## config.mk

```make
export PLATFORM = sky130hd
export DESIGN_NAME = machine_csrs
export DESIGN_NICKNAME = d
export VERILOG_FILES = /design/src/logic/csr_map_pkg.sv /design/src/logic/csr_trap_pkg.sv /design/src/logic/csr_status_irq.sv /design/src/logic/csr_trap_record.sv /design/src/logic/csr_vector_scratch.sv /design/src/logic/machine_csrs.sv
export SDC_FILE = /design/constraint.sdc
export NUM_CORES = 1
export LEC_CHECK = 0
export BUFFER_PORTS_ARGS = -buffer_cell sky130_fd_sc_hd__buf_2
export CAP_MARGIN = 5
export CORE_MARGIN = 2
export CORE_UTILIZATION = 30
export CTS_CLUSTER_DIAMETER = 60
export CTS_CLUSTER_SIZE = 24
export DETAILED_ROUTE_END_ITERATION = 12
export HOLD_SLACK_MARGIN = 0.03
export PLACE_DENSITY = 0.46
export SLEW_MARGIN = 20
export SYNTH_ARGS = -nofsm -noshare
export SYNTH_HDL_FRONTEND = slang
export SYNTH_SLANG_ARGS = --single-unit
```

## constraint.sdc

```tcl
create_clock -name g_clk -period 6.7 [get_ports g_clk]
set_input_delay 0 -clock g_clk [delete_from_list [all_inputs] [get_ports g_clk]]
set_output_delay 0 -clock g_clk [all_outputs]
set_load 0.02 [all_outputs]
```

## src/logic/csr_map_pkg.sv

```systemverilog
/*
 * CSR address map, access request and write-operation types.
 * The core is RV64, so all register words are 64 bits wide.
 * misa is a constant, and writes to it are ignored.
 */
package csr_map_pkg;

    localparam int unsigned xlen   = 64;
    localparam int unsigned addr_w = 12;

    // Machine-mode register addresses
    // ------------------------------------------------------------
    localparam logic [addr_w-1:0] addr_mstatus  = 12'h300;
    localparam logic [addr_w-1:0] addr_misa     = 12'h301;
    localparam logic [addr_w-1:0] addr_mie      = 12'h304;
    localparam logic [addr_w-1:0] addr_mtvec    = 12'h305;
    localparam logic [addr_w-1:0] addr_mscratch = 12'h340;
    localparam logic [addr_w-1:0] addr_mepc     = 12'h341;
    localparam logic [addr_w-1:0] addr_mcause   = 12'h342;
    localparam logic [addr_w-1:0] addr_mtval    = 12'h343;
    localparam logic [addr_w-1:0] addr_mip      = 12'h344;

    localparam logic [xlen-1:0] misa_value = {2'b10, 62'h1104}; // MXL=64, M, I and C

    localparam logic [xlen-1:0] mtvec_base_reset = 64'h0000_0000_C000_0000;
    localparam logic [1:0]      mtvec_mode_reset = 2'b00;            // Direct mode
    localparam int unsigned     mtvec_vect_align = 128;              // Bytes, vectored mode

    typedef enum logic [1:0] {
        wr_write,
        wr_set,
        wr_clear
    } wr_kind_t;

    typedef struct packed {
        logic            en;                                          // Access valid this cycle
        logic            wr;                                          // Write, else read only
        wr_kind_t        kind;
        logic [addr_w-1:0] addr;
        logic [xlen-1:0] wdata;
    } csr_req_t;

    typedef struct packed {
        wr_kind_t        kind;
        logic [xlen-1:0] wdata;
    } wr_op_t;

    // Next register value for a write, set or clear
    function automatic logic [xlen-1:0] apply_op(input logic [xlen-1:0] old_val,
                                                 input wr_op_t op);
        logic [xlen-1:0] res;
        case (op.kind)
            wr_set:   res = old_val | op.wdata;
            wr_clear: res = old_val & ~op.wdata;
            default:  res = op.wdata;
        endcase
        return res;
    endfunction

endpackage

```

## src/logic/csr_trap_pkg.sv

```systemverilog
/*
 * Trap events and interrupt lines seen by the CSR block.
 * Only the listed synchronous causes may be written to mcause by software.
 */
package csr_trap_pkg;

    localparam int unsigned cause_w = 7;

    // Software-writable cause codes
    // ------------------------------------------------------------
    localparam logic [cause_w-1:0] cause_ialign   = 7'd0;
    localparam logic [cause_w-1:0] cause_iaccess  = 7'd1;
    localparam logic [cause_w-1:0] cause_iopcode  = 7'd2;
    localparam logic [cause_w-1:0] cause_breakpt  = 7'd3;
    localparam logic [cause_w-1:0] cause_ldalign  = 7'd4;
    localparam logic [cause_w-1:0] cause_ldaccess = 7'd5;
    localparam logic [cause_w-1:0] cause_stalign  = 7'd6;
    localparam logic [cause_w-1:0] cause_staccess = 7'd7;
    localparam logic [cause_w-1:0] cause_ecallm   = 7'd11;

    typedef struct packed {
        logic                           cpu;                          // Exception from the pipeline
        logic                           intr;                         // Interrupt taken
        logic [cause_w-1:0]             cause;
        logic [csr_map_pkg::xlen-1:0]   mtval;
        logic [csr_map_pkg::xlen-1:0]   pc;
    } trap_t;

    typedef struct packed {
        logic meip;                                                   // External
        logic mtip;                                                   // Timer
        logic msip;                                                   // Software
    } irq_lines_t;

endpackage

```

## src/logic/csr_status_irq.sv

```systemverilog
/*
 * mstatus MIE/MPIE plus the mie and mip registers.
 * All other mstatus fields read as zero and ignore writes.
 * A trap takes priority over MRET, and MRET over a software write.
 */
`timescale 1ns/1ps

module csr_status_irq
    import csr_map_pkg::*;
    import csr_trap_pkg::*;
(
    input  logic            g_clk,
    input  logic            g_resetn,
    input  logic            mstatus_we,
    input  logic            mie_we,
    input  wr_op_t          op,
    input  trap_t           trap,
    input  logic            exec_mret,
    input  irq_lines_t      irq_pend,
    output logic [xlen-1:0] mstatus_word,
    output logic [xlen-1:0] mie_word,
    output logic [xlen-1:0] mip_word,
    output logic            mstatus_mie,
    output irq_lines_t      irq_en
);

    // Places the three lines at bits 11, 7 and 3
    function automatic logic [xlen-1:0] irq_word(input irq_lines_t lines);
        logic [xlen-1:0] w;
        w     = '0;
        w[11] = lines.meip;
        w[7]  = lines.mtip;
        w[3]  = lines.msip;
        return w;
    endfunction

    logic            mie_q;
    logic            mpie_q;
    logic            trap_any;
    logic [xlen-1:0] mstatus_next;
    logic [xlen-1:0] mie_next;

    assign trap_any     = trap.cpu | trap.intr;
    assign mstatus_next = apply_op(mstatus_word, op);
    assign mie_next     = apply_op(mie_word, op);

    // Global enable and its saved copy
    // ------------------------------------------------------------
    always_ff @(posedge g_clk) begin
        if (!g_resetn) begin
            mie_q  <= 1'b0;
            mpie_q <= 1'b0;
        end else if (trap_any) begin
            mie_q  <= 1'b0;
            mpie_q <= mie_q;                                          // Saved for MRET
        end else if (exec_mret) begin
            mie_q  <= mpie_q;
            mpie_q <= 1'b0;
        end else if (mstatus_we) begin
            mie_q  <= mstatus_next[3];
            mpie_q <= mstatus_next[7];
        end
    end

    always_ff @(posedge g_clk) begin
        if (!g_resetn) begin
            irq_en <= '0;
        end else if (mie_we) begin
            irq_en.meip <= mie_next[11];
            irq_en.mtip <= mie_next[7];
            irq_en.msip <= mie_next[3];
        end
    end

    always_comb begin
        mstatus_word    = '0;
        mstatus_word[3] = mie_q;
        mstatus_word[7] = mpie_q;
    end

    assign mie_word    = irq_word(irq_en);
    assign mip_word    = irq_word(irq_pend);                          // Live inputs, not stored
    assign mstatus_mie = mie_q;

endmodule

```

## src/logic/csr_trap_record.sv

```systemverilog
/*
 * Trap record registers mepc, mcause and mtval.
 * mepc bit 0 is always zero. mtval is only captured on CPU traps.
 * Software writes to mcause are dropped unless the result is a legal cause.
 */
`timescale 1ns/1ps

module csr_trap_record
    import csr_map_pkg::*;
    import csr_trap_pkg::*;
(
    input  logic            g_clk,
    input  logic            g_resetn,
    input  logic            mepc_we,
    input  logic            mcause_we,
    input  logic            mtval_we,
    input  wr_op_t          op,
    input  trap_t           trap,
    output logic [xlen-1:0] mepc_word,
    output logic [xlen-1:0] mcause_word,
    output logic [xlen-1:0] mtval_word,
    output logic [xlen-1:0] csr_mepc
);

    logic                trap_any;
    logic [xlen-1:1]     mepc_q;
    logic [xlen-1:1]     mepc_next;
    logic                mepc_load;
    logic                mcause_int_q;
    logic [cause_w-1:0]  mcause_code_q;
    logic [xlen-1:0]     mcause_next;
    logic                mcause_legal;
    logic [xlen-1:0]     mtval_q;
    logic [xlen-1:0]     sw_mepc;

    assign trap_any = trap.cpu | trap.intr;

    // mepc
    // ------------------------------------------------------------
    assign sw_mepc   = apply_op(mepc_word, op);
    assign mepc_next = trap_any ? trap.pc[xlen-1:1] : sw_mepc[xlen-1:1];
    assign mepc_load = trap_any | mepc_we;

    always_ff @(posedge g_clk) begin
        if (mepc_load) begin
            mepc_q <= mepc_next;
        end
    end

    assign mepc_word = {mepc_q, 1'b0};
    assign csr_mepc  = mepc_load ? {mepc_next, 1'b0} : mepc_word;    // Forward during a write

    // mcause
    // ------------------------------------------------------------
    assign mcause_next  = apply_op(mcause_word, op);
    assign mcause_legal = (mcause_next[xlen-1:cause_w] == '0) &&
                          (mcause_next[cause_w-1:0] inside {cause_ialign, cause_iaccess,
                              cause_iopcode, cause_breakpt, cause_ldalign, cause_ldaccess,
                              cause_stalign, cause_staccess, cause_ecallm});

    always_ff @(posedge g_clk) begin
        if (!g_resetn) begin
            mcause_int_q  <= 1'b0;
            mcause_code_q <= '0;
        end else if (trap_any) begin
            mcause_int_q  <= trap.intr;
            mcause_code_q <= trap.cause;
        end else if (mcause_we && mcause_legal) begin
            mcause_int_q  <= 1'b0;                                    // Legal codes are all exceptions
            mcause_code_q <= mcause_next[cause_w-1:0];
        end
    end

    assign mcause_word = {mcause_int_q, {(xlen-1-cause_w){1'b0}}, mcause_code_q};

    // mtval
    // ------------------------------------------------------------
    always_ff @(posedge g_clk) begin
        if (trap.cpu) begin
            mtval_q <= trap.mtval;
        end else if (mtval_we) begin
            mtval_q <= apply_op(mtval_q, op);
        end
    end

    assign mtval_word = mtval_q;

endmodule

```

## src/logic/csr_vector_scratch.sv

```systemverilog
/*
 * Trap vector register mtvec and the mscratch register.
 * Mode values 2 and 3 are rejected, as is a vectored base
 * that is not 128-byte aligned. A rejected write changes nothing.
 */
`timescale 1ns/1ps

module csr_vector_scratch
    import csr_map_pkg::*;
(
    input  logic            g_clk,
    input  logic            g_resetn,
    input  logic            mtvec_we,
    input  logic            mscratch_we,
    input  wr_op_t          op,
    output logic [xlen-1:0] mtvec_word,
    output logic [xlen-1:0] mscratch_word,
    output logic [xlen-1:0] mtvec_base,
    output logic [1:0]      mtvec_mode,
    output logic            mtvec_reject
);

    logic [xlen-1:0] mtvec_q;
    logic [xlen-1:0] mtvec_next;
    logic [xlen-1:0] mscratch_q;
    logic            bad_mode;
    logic            bad_align;

    // mtvec
    // ------------------------------------------------------------
    assign mtvec_next   = apply_op(mtvec_q, op);
    assign bad_mode     = mtvec_next[1];                              // Reserved modes
    assign bad_align    = mtvec_next[0] &&
                          (mtvec_next[$clog2(mtvec_vect_align)-1:2] != '0);
    assign mtvec_reject = bad_mode | bad_align;                       // Top qualifies with the strobe

    always_ff @(posedge g_clk) begin
        if (!g_resetn) begin
            mtvec_q <= {mtvec_base_reset[xlen-1:2], mtvec_mode_reset};
        end else if (mtvec_we && !mtvec_reject) begin
            mtvec_q <= mtvec_next;
        end
    end

    assign mtvec_word = mtvec_q;
    assign mtvec_base = {mtvec_q[xlen-1:2], 2'b00};
    assign mtvec_mode = mtvec_q[1:0];

    // mscratch
    // ------------------------------------------------------------
    always_ff @(posedge g_clk) begin
        if (mscratch_we) begin
            mscratch_q <= apply_op(mscratch_q, op);
        end
    end

    assign mscratch_word = mscratch_q;

endmodule

```

## src/logic/machine_csrs.sv

```systemverilog
/*
 * Machine-mode CSR block of a 64-bit core, one access per cycle.
 * Reads and errors are combinational; writes land on the next edge.
 * A trap and a software write to the same register resolve to the trap.
 * Writes to misa and mip are accepted and ignored.
 */
`timescale 1ns/1ps

module machine_csrs
    import csr_map_pkg::*;
    import csr_trap_pkg::*;
(
    input  logic            g_clk,
    input  logic            g_resetn,
    input  csr_req_t        req,
    input  trap_t           trap,
    input  logic            exec_mret,
    input  irq_lines_t      irq_pend,
    output logic [xlen-1:0] csr_rdata,
    output logic            csr_error,
    output logic [xlen-1:0] csr_mepc,
    output logic [xlen-1:0] mtvec_base,
    output logic [1:0]      mtvec_mode,
    output logic            mstatus_mie,
    output irq_lines_t      irq_en
);

    logic            wr_stb;
    logic            addr_miss;
    wr_op_t          op;
    logic            mstatus_we, mie_we, mtvec_we, mscratch_we;
    logic            mepc_we, mcause_we, mtval_we;
    logic            mtvec_reject;
    logic [xlen-1:0] mstatus_word, mie_word, mip_word;
    logic [xlen-1:0] mepc_word, mcause_word, mtval_word;
    logic [xlen-1:0] mtvec_word, mscratch_word;

    // Write strobes
    // ------------------------------------------------------------
    assign wr_stb      = req.en & req.wr;
    assign op.kind     = req.kind;
    assign op.wdata    = req.wdata;

    assign mstatus_we  = wr_stb && (req.addr == addr_mstatus);
    assign mie_we      = wr_stb && (req.addr == addr_mie);
    assign mtvec_we    = wr_stb && (req.addr == addr_mtvec);
    assign mscratch_we = wr_stb && (req.addr == addr_mscratch);
    assign mepc_we     = wr_stb && (req.addr == addr_mepc);
    assign mcause_we   = wr_stb && (req.addr == addr_mcause);
    assign mtval_we    = wr_stb && (req.addr == addr_mtval);

    csr_status_irq u_status_irq (
        .g_clk, .g_resetn, .mstatus_we, .mie_we, .op, .trap, .exec_mret, .irq_pend,
        .mstatus_word, .mie_word, .mip_word, .mstatus_mie, .irq_en
    );

    csr_trap_record u_trap_record (
        .g_clk, .g_resetn, .mepc_we, .mcause_we, .mtval_we, .op, .trap,
        .mepc_word, .mcause_word, .mtval_word, .csr_mepc
    );

    csr_vector_scratch u_vector_scratch (
        .g_clk, .g_resetn, .mtvec_we, .mscratch_we, .op,
        .mtvec_word, .mscratch_word, .mtvec_base, .mtvec_mode, .mtvec_reject
    );

    // Read select, only decoded while an access is active
    // ------------------------------------------------------------
    always_comb begin
        csr_rdata = '0;
        addr_miss = 1'b0;
        if (req.en) begin
            case (req.addr)
                addr_mstatus:  csr_rdata = mstatus_word;
                addr_misa:     csr_rdata = misa_value;
                addr_mie:      csr_rdata = mie_word;
                addr_mtvec:    csr_rdata = mtvec_word;
                addr_mscratch: csr_rdata = mscratch_word;
                addr_mepc:     csr_rdata = mepc_word;
                addr_mcause:   csr_rdata = mcause_word;
                addr_mtval:    csr_rdata = mtval_word;
                addr_mip:      csr_rdata = mip_word;
                default:       addr_miss = 1'b1;                      // Reads as zero
            endcase
        end
    end

    assign csr_error = wr_stb && (addr_miss || (mtvec_we && mtvec_reject));

endmodule

```

# Word-level counts from Yosys, hierarchy flattened
# Index checks and enable logic that the tools add are counted.
# word_totals
ff_bits	268
latchBits	0
ramBits	0
romBits	0
input_bits	223
out_inout_bits	199
word_cells	99
n_memories	0
# op_classes
add_sub_neg	0
mul	0
n_div	0
order_cmp	0
eq_ne	19
n_shift	0
muxes	24
bitwise	20
n_reduce_logical	25
# ops
cell	n
case mux 64 bit (2 select lines)	5
case mux 64 bit (9 select lines)	1
bitwise AND 64 bit	5
OR 64 bit	5
two-way mux 64 bit	4
== test 12 x 10 -> 1 bit, second input constant	9
NOT 64 bit	1
two-way mux 63 bit	1
logical NOT 57 bit	1
== test 7 x 3 -> 1 bit, second input constant	4
case mux 12 bit (2 select lines)	1
case mux 8 bit (2 select lines)	1
== test 7 x 2 -> 1 bit, second input constant	2
two-way mux 7 bit	2
logical AND 1 bit	13
bitwise AND 12 bit	1
OR 12 bit	1
two-way mux 1 bit	9
nonzero test 9 bit	1
OR reduction 9 bit	1
bitwise AND 8 bit	1
OR 8 bit	1
== test 7 x 1 -> 1 bit, second input constant	1
== test 7 x 4 -> 1 bit, second input constant	1
12 further kinds	16

# Depth between registers and ports, before layout
# logic_depth
word_depth	9
ltp_mapped	12
mapped_depth_nobuf	8

# Cells and area by module
# A second synthesis with hierarchy kept.
# hier_totals
cells_unflattened	2474
area_unflattened_um2	21705.8
# modules_own_cells
module	n_inst	cells_each	area_each_um2	seq_area_each_um2
csr_trap_record	1	931	8687.1	3973.8
csr_vector_scratch	1	734	6754.0	3203.1
machine_csrs	1	574	4450.5	0.0
csr_status_irq	1	235	1814.2	100.1

# Least setup slack after synthesis
# OpenSTA, ideal clock, no wires.
# synth_timing
kind	input to register
from	input port req[67] in the netlist's numbering
to	register u_vector_scratch.mscratch_q[0], in the netlist u_vector_scratch.mscratch_word[0] (enable)
setup_time_ps	429
arrival_time_ps	2840
t_required_ps	6271
setup_slack_ps	3431
cell_stages	6
n_path_buf	2
cell_sequence	nor4_1 -> and2_1 -> and3_1 -> clkbuf_1 -> clkbuf_1 -> and2_1
# synth_between
elab_chain_len	2
# synth_rtl
element	line_no	source
start, declared	machine_csrs.sv:15	input csr_req_t req,
== test 12 x 10 -> 1 bit	machine_csrs.sv:47	assign mscratch_we = wr_stb && (req.addr == addr_mscratch);
logical AND 1 bit	machine_csrs.sv:47	
named net mscratch_we	machine_csrs.sv:31	logic mstatus_we, mie_we, mtvec_we, mscratch_we;
end signal, assigned	csr_vector_scratch.sv:53	mscratch_q <= apply_op(mscratch_q, op);
end, declared	csr_vector_scratch.sv:25	logic [xlen-1:0] mscratch_q;
# The timed path passes the listed nets, and every way through them passes these cells.
# A chain may end at the register's enable or synchronous reset.

# Worst setup path in the final report
# layout_timing
from	input port req[76] in the netlist's numbering
to	output port csr_mepc[11]
# layout_between
elab_chain_len	4
elab_cells_between_ends	5
classes_between	2 x eq/ne; 3 x mux
# layout_rtl
element	line_no	source
== test 2 bit / == test 2 x 1 -> 1 bit (equally long branches)	csr_map_pkg.sv:52	case (op.kind)
case mux 64 bit (2 select lines) (*)	csr_map_pkg.sv:52	
two-way mux 63 bit (*)	csr_trap_record.sv:41	assign mepc_next = trap_any ? trap.pc[xlen-1:1] : sw_mepc[xlen-1:1];
named net u_trap_record.mepc_next, one bit	csr_trap_record.sv:27	logic [xlen-1:1] mepc_next;
two-way mux 64 bit (*)	csr_trap_record.sv:51	assign csr_mepc = mepc_load ? {mepc_next, 1'b0} : mepc_word;
end, declared	machine_csrs.sv:21	output logic [xlen-1:0] csr_mepc,
# The timed path passes the listed nets; every way through them passes the cells marked *.

==> impl.org <==
** Place
- Once detailed placement completed, the half-perimeter wirelength came to 44.65 mm.
- At the end of routability-driven placement, the weighted congestion stood at 0.8210.
- Counting tap cells, the placed design contains a total of 2678 instances.
- Post-Place Setup Slack :: 2945 ps
- Number of I/O port buffers :: 417

** Logic synthesis
- Unique cell type count in the Yosys netlist :: 59
- Ranked by total cell area, the synthesized netlist is headed by sky130_fd_sc_hd__edfxtp_1 36%, sky130_fd_sc_hd__dfxtp_1 9.7%, sky130_fd_sc_hd__a22oi_1 7.3%.
- The synthesized design spends more area on one cell type than any other, namely sky130_fd_sc_hd__edfxtp_1.
- For this run, the number of Yosys warnings is 0.
- Among all flip-flop cells after synthesis, the most frequent one is sky130_fd_sc_hd__edfxtp_1.
- The top cell type by area accounts for 36.04% of the synthesized area.
- After synthesis, the share of flip-flops with an asynchronous set or reset is 0%.
- After technology mapping, the gate count stands at 1714.
- Post-synthesis register bit count :: 268
- In this run, synthesis inferred 191 flip-flops with an integrated enable.
- Post-Synthesis Mean Instance Area :: 9.285 µm²
- Mapped Area :: 15920 µm²
- Sequential element share of the synthesized area :: 45.72%

** Run
- The tool flagged a number of max-cap violations equal to 0.

** Routing
- Drt total wl :: 74.90 mm
- Once detail routing completed, the nets flagged for antenna violations numbered 0.
- In the routed layout, each cell is associated on average with a via count of 5.755.
- Dividing the detail-routed wire length by the instance count gives 24.78 µm.
- Number of violations reported at the end of detailed-routing iteration 0 :: 1439
- The first TritonRoute pass finished after 6 iterations.
- In the routed design, unresolved DRC markers number 0.
- The routed layout has 17.40k vias.

** CTS
- Clock tree synthesis selected as its root buffer the cell sky130_fd_sc_hd__clkbuf_16.
- Clock tree from TritonCTS :: built
- Number of buffers on the longest clock path :: 3
- After clock tree synthesis, the clock-pin slew on the worst setup and hold paths is 60 ps.
- The later pin in the worst-skew pair is clocked with a latency of 550 ps.
- CTS buffer count :: 35
- H-tree Lvls :: 2
- Counting every sink on the clock net gives 268.

** GRT
- Wire length of the first global-routing pass :: 108.1 mm
- Initial antenna violation count :: 1
- Across every metal layer, demand over resource in global routing totals 26.03%.
- Maximum number of pins on one net before global-route repair :: 78
- Vias in the first global route :: 16.91k
- For this run the aggregate overflow at the end of global routing stands at 0.

** Finish
- Flip-flop and latch area :: 7277 µm²
- Summing all multi-input logic gate instances after layout gives 7797 µm².
- The area growth from synthesis to layout is 41.08%.
- Layout cells sized above 1 :: 24.93%
- Non-filler cells, final :: 3023
- The net count of the finished layout is 2535.
- Final-layout fill cell count :: 5200
- Antenna diode count :: 0

** Timing
- Hold Violations, Final :: 0
- Total negative setup slack :: 0 ps
- Final critical delay including setup and external delays :: 3657 ps
- The number of max-slew violations in the final report came to 0.
- The final critical path takes up 54.59% of the cycle.
- Setup slack on the critical path of the routed design comes to 3043 ps.
- For the pin with the worst max-slew slack, the measured transition is 1134 ps.
- The worst pin sits at a relative slew slack of 24.41%.
- RSZ-0062 raised after global routing :: false
- Maximum clock skew at final layout :: 11.25 ps
- Maximum clock rate :: 273.4 MHz
- Setup violations remaining at the end of the flow were counted as 0.
- Hold Worst Slack :: 106.2 ps

** Critical path
- Worst r2r src :: u_vector_scratch.mtvec_word[2]
- The most critical setup path has its startpoint at req[76].
- Along the worst path, the maximum fanout reaches 71.
- The critical path is of the input pin to primary output type.
- The worst setup path is launched from an input pin.
- Worst endpoint required time :: 6700 ps
- Arr. time, crit path :: 3660 ps
- Element type at the critical path end :: primary output

** Min path
- Hold Path Class :: input pin to flop
- Hold Crit Start :: req[75]

** Die
- The initialized floorplan defines 84 standard-cell rows.
- Core ar. :: 52550 µm²
- The die covers 54910 µm².
- DIE HEIGHT :: 234.3 µm
- Top-level port count :: 422
- Die width :: 234.3 µm
- Once the floorplan was initialized, standard cells occupied 30.29% of the core.

** Outcome
- The flow ran to the end, and the final reports show no timing, DRC or antenna violations.

** Power and ir drop
- In this run the static leakage power is 8.998 nW.
- Cell area power density :: 216.1 nW/µm²
- IR drop worst, VDD :: 0.1333 mV
- Power consumption :: 4.852 mW
==> placed cells by master, fill, tap and decap left out, drive strengths merged, types with 3 or more instances in the layout <==
| cell | n |
|---|---|
| a221oi | 58 |
| buf | 435 |
| nor3 | 8 |
| and3 | 6 |
| nand2b | 61 |
| clkinv | 9 |
| nand4 | 5 |
| a22oi | 154 |
| a22o | 55 |
| a21boi | 4 |
| bufinv | 3 |
| o31ai | 33 |
| o21ai | 50 |
| a41o | 54 |
| nand2 | 161 |
| inv | 65 |
| clkinvlp | 8 |
| a211oi | 5 |
| dlygate4sd3 | 283 |
| conb | 3 |
| o22ai | 6 |
| a31oi | 64 |
| nand3 | 8 |
| a222oi | 4 |
| a21oi | 174 |
| edfxtp | 191 |
| o21a | 5 |
| nor4 | 15 |
| clkbuf | 42 |
| nor2b | 16 |
| dfxtp | 77 |
| mux2i | 4 |
| nor2 | 169 |
| mux2 | 67 |
| and2 | 5 |
==> area by class of cell <==
| class | instances | share of cell area (%) |
|---|---|---|
| repair buffers | 718 | 22.59 |
| clock inverters | 20 | 0.9641 |
| flip-flops and latches | 268 | 32.41 |
| multi-input cells | 1222 | 34.73 |
| clock buffers | 42 | 4.386 |
| inverters | 65 | 1.087 |
| well taps | 688 | 3.834 |
==> repair_timing <==
action	in CTS	in global routing
hold buffers	283	0
endpoints found under the hold margin	263	0
resized for setup	0	0
buffers inserted	0	0
==> per-layer routing <==
metal	vias up	routed length, µm	global-route usage [%]
met5	-	12	0
met4	2	1809	7.842
met3	113	5530	4.049
met2	856	35060	42.72
met1	8631	32490	35.28
li1	7796	-	-
==> state kept, by name (all words and copies together) (netlist names) <==
register,flops
u_status_irq.mstatus_mie,1
u_status_irq.irq_en,3
u_trap_record.mcause_code_q,7
u_status_irq.mpie_q,1
u_trap_record.mcause_int_q,1
u_vector_scratch.mtvec_word,64
u_trap_record.mtval_word,64
u_vector_scratch.mscratch_word,64
u_trap_record.mepc_q,63
==> synthesized netlist by cell type, types with 3 or more instances <==
cell / instances
sky130_fd_sc_hd__nor2b_1: 16
sky130_fd_sc_hd__o21a_1: 5
sky130_fd_sc_hd__nor3_1: 5
sky130_fd_sc_hd__clkbuf_1: 113
sky130_fd_sc_hd__a41o_1: 54
sky130_fd_sc_hd__o22ai_1: 6
sky130_fd_sc_hd__o31ai_1: 32
sky130_fd_sc_hd__nor2_1: 169
sky130_fd_sc_hd__inv_1: 64
sky130_fd_sc_hd__a31oi_1: 64
sky130_fd_sc_hd__a222oi_1: 4
sky130_fd_sc_hd__nand2b_1: 61
sky130_fd_sc_hd__nand2_1: 161
sky130_fd_sc_hd__nor3_2: 3
sky130_fd_sc_hd__nor4_1: 15
sky130_fd_sc_hd__a21oi_1: 173
sky130_fd_sc_hd__buf_2: 28
sky130_fd_sc_hd__and3_1: 6
sky130_fd_sc_hd__a22oi_1: 154
sky130_fd_sc_hd__nand4_1: 5
sky130_fd_sc_hd__o21ai_0: 50
sky130_fd_sc_hd__mux2i_1: 4
sky130_fd_sc_hd__a211oi_1: 5
sky130_fd_sc_hd__dfxtp_1: 77
sky130_fd_sc_hd__a22o_1: 55
sky130_fd_sc_hd__mux2_2: 67
sky130_fd_sc_hd__a221oi_1: 58
sky130_fd_sc_hd__buf_6: 4
sky130_fd_sc_hd__and2_1: 5
sky130_fd_sc_hd__a21boi_0: 4
sky130_fd_sc_hd__edfxtp_1: 191
sky130_fd_sc_hd__nand3_1: 8
sky130_fd_sc_hd__buf_4: 6
sky130_fd_sc_hd__buf_1: 10
==> through the flow <==
step	util (%)	instance area (µm²)
4_1_cts	42.73	22450
5_1_grt	42.73	22450
3_5_place_dp	35.05	18420
2_1_floorplan	-	15920
6_report	42.73	22450
3_3_place_gp	35.05	18420
==> where the power goes <==
| group | switching [mW] | total, mW | internal, mW |
|---|---|---|---|
| logic | 0.537 | 0.924 | 0.387 |
| registers | 0.0502 | 1.92 | 1.87 |
| clock network | 0.828 | 2.00 | 1.18 |
| total | 1.41 | 4.85 | 3.44 |
==> final timing paths <==
kind	depth (start not counted)	slack, ps	endpoint
hold / removal	6	110	u_status_irq.irq_en[0]
hold reg to reg	2	490	u_trap_record.mcause_code_q[6]
setup / recovery	10	3040	csr_mepc[11]
setup reg to reg	6	4350	u_vector_scratch.mtvec_word[4]
==> worst max-delay path, cell delays in order <==
cell and delay, ps:
sky130_fd_sc_hd__buf_2 100, sky130_fd_sc_hd__inv_1 60, sky130_fd_sc_hd__ha_4 610, sky130_fd_sc_hd__or2_4 470, sky130_fd_sc_hd__buf_4 660, sky130_fd_sc_hd__buf_4 750, sky130_fd_sc_hd__a221oi_1 300, sky130_fd_sc_hd__nor2_1 200
sky130_fd_sc_hd__mux2_2 170, sky130_fd_sc_hd__buf_2 160
==> cell families after synthesis <==
group / count (synthesis) / share of synthesized area, %
and+or+nand+nor: 464 / 13.11
buffers and inverters: 226 / 5.880
DFF: 268 / 45.72
adders and majority gates: 2 / 0.1572
muxes: 71 / 4.992
other: 1 / 0.02356
AOI/OAI and AO/OA: 682 / 30.11
Power figures use the tool's default switching activity.
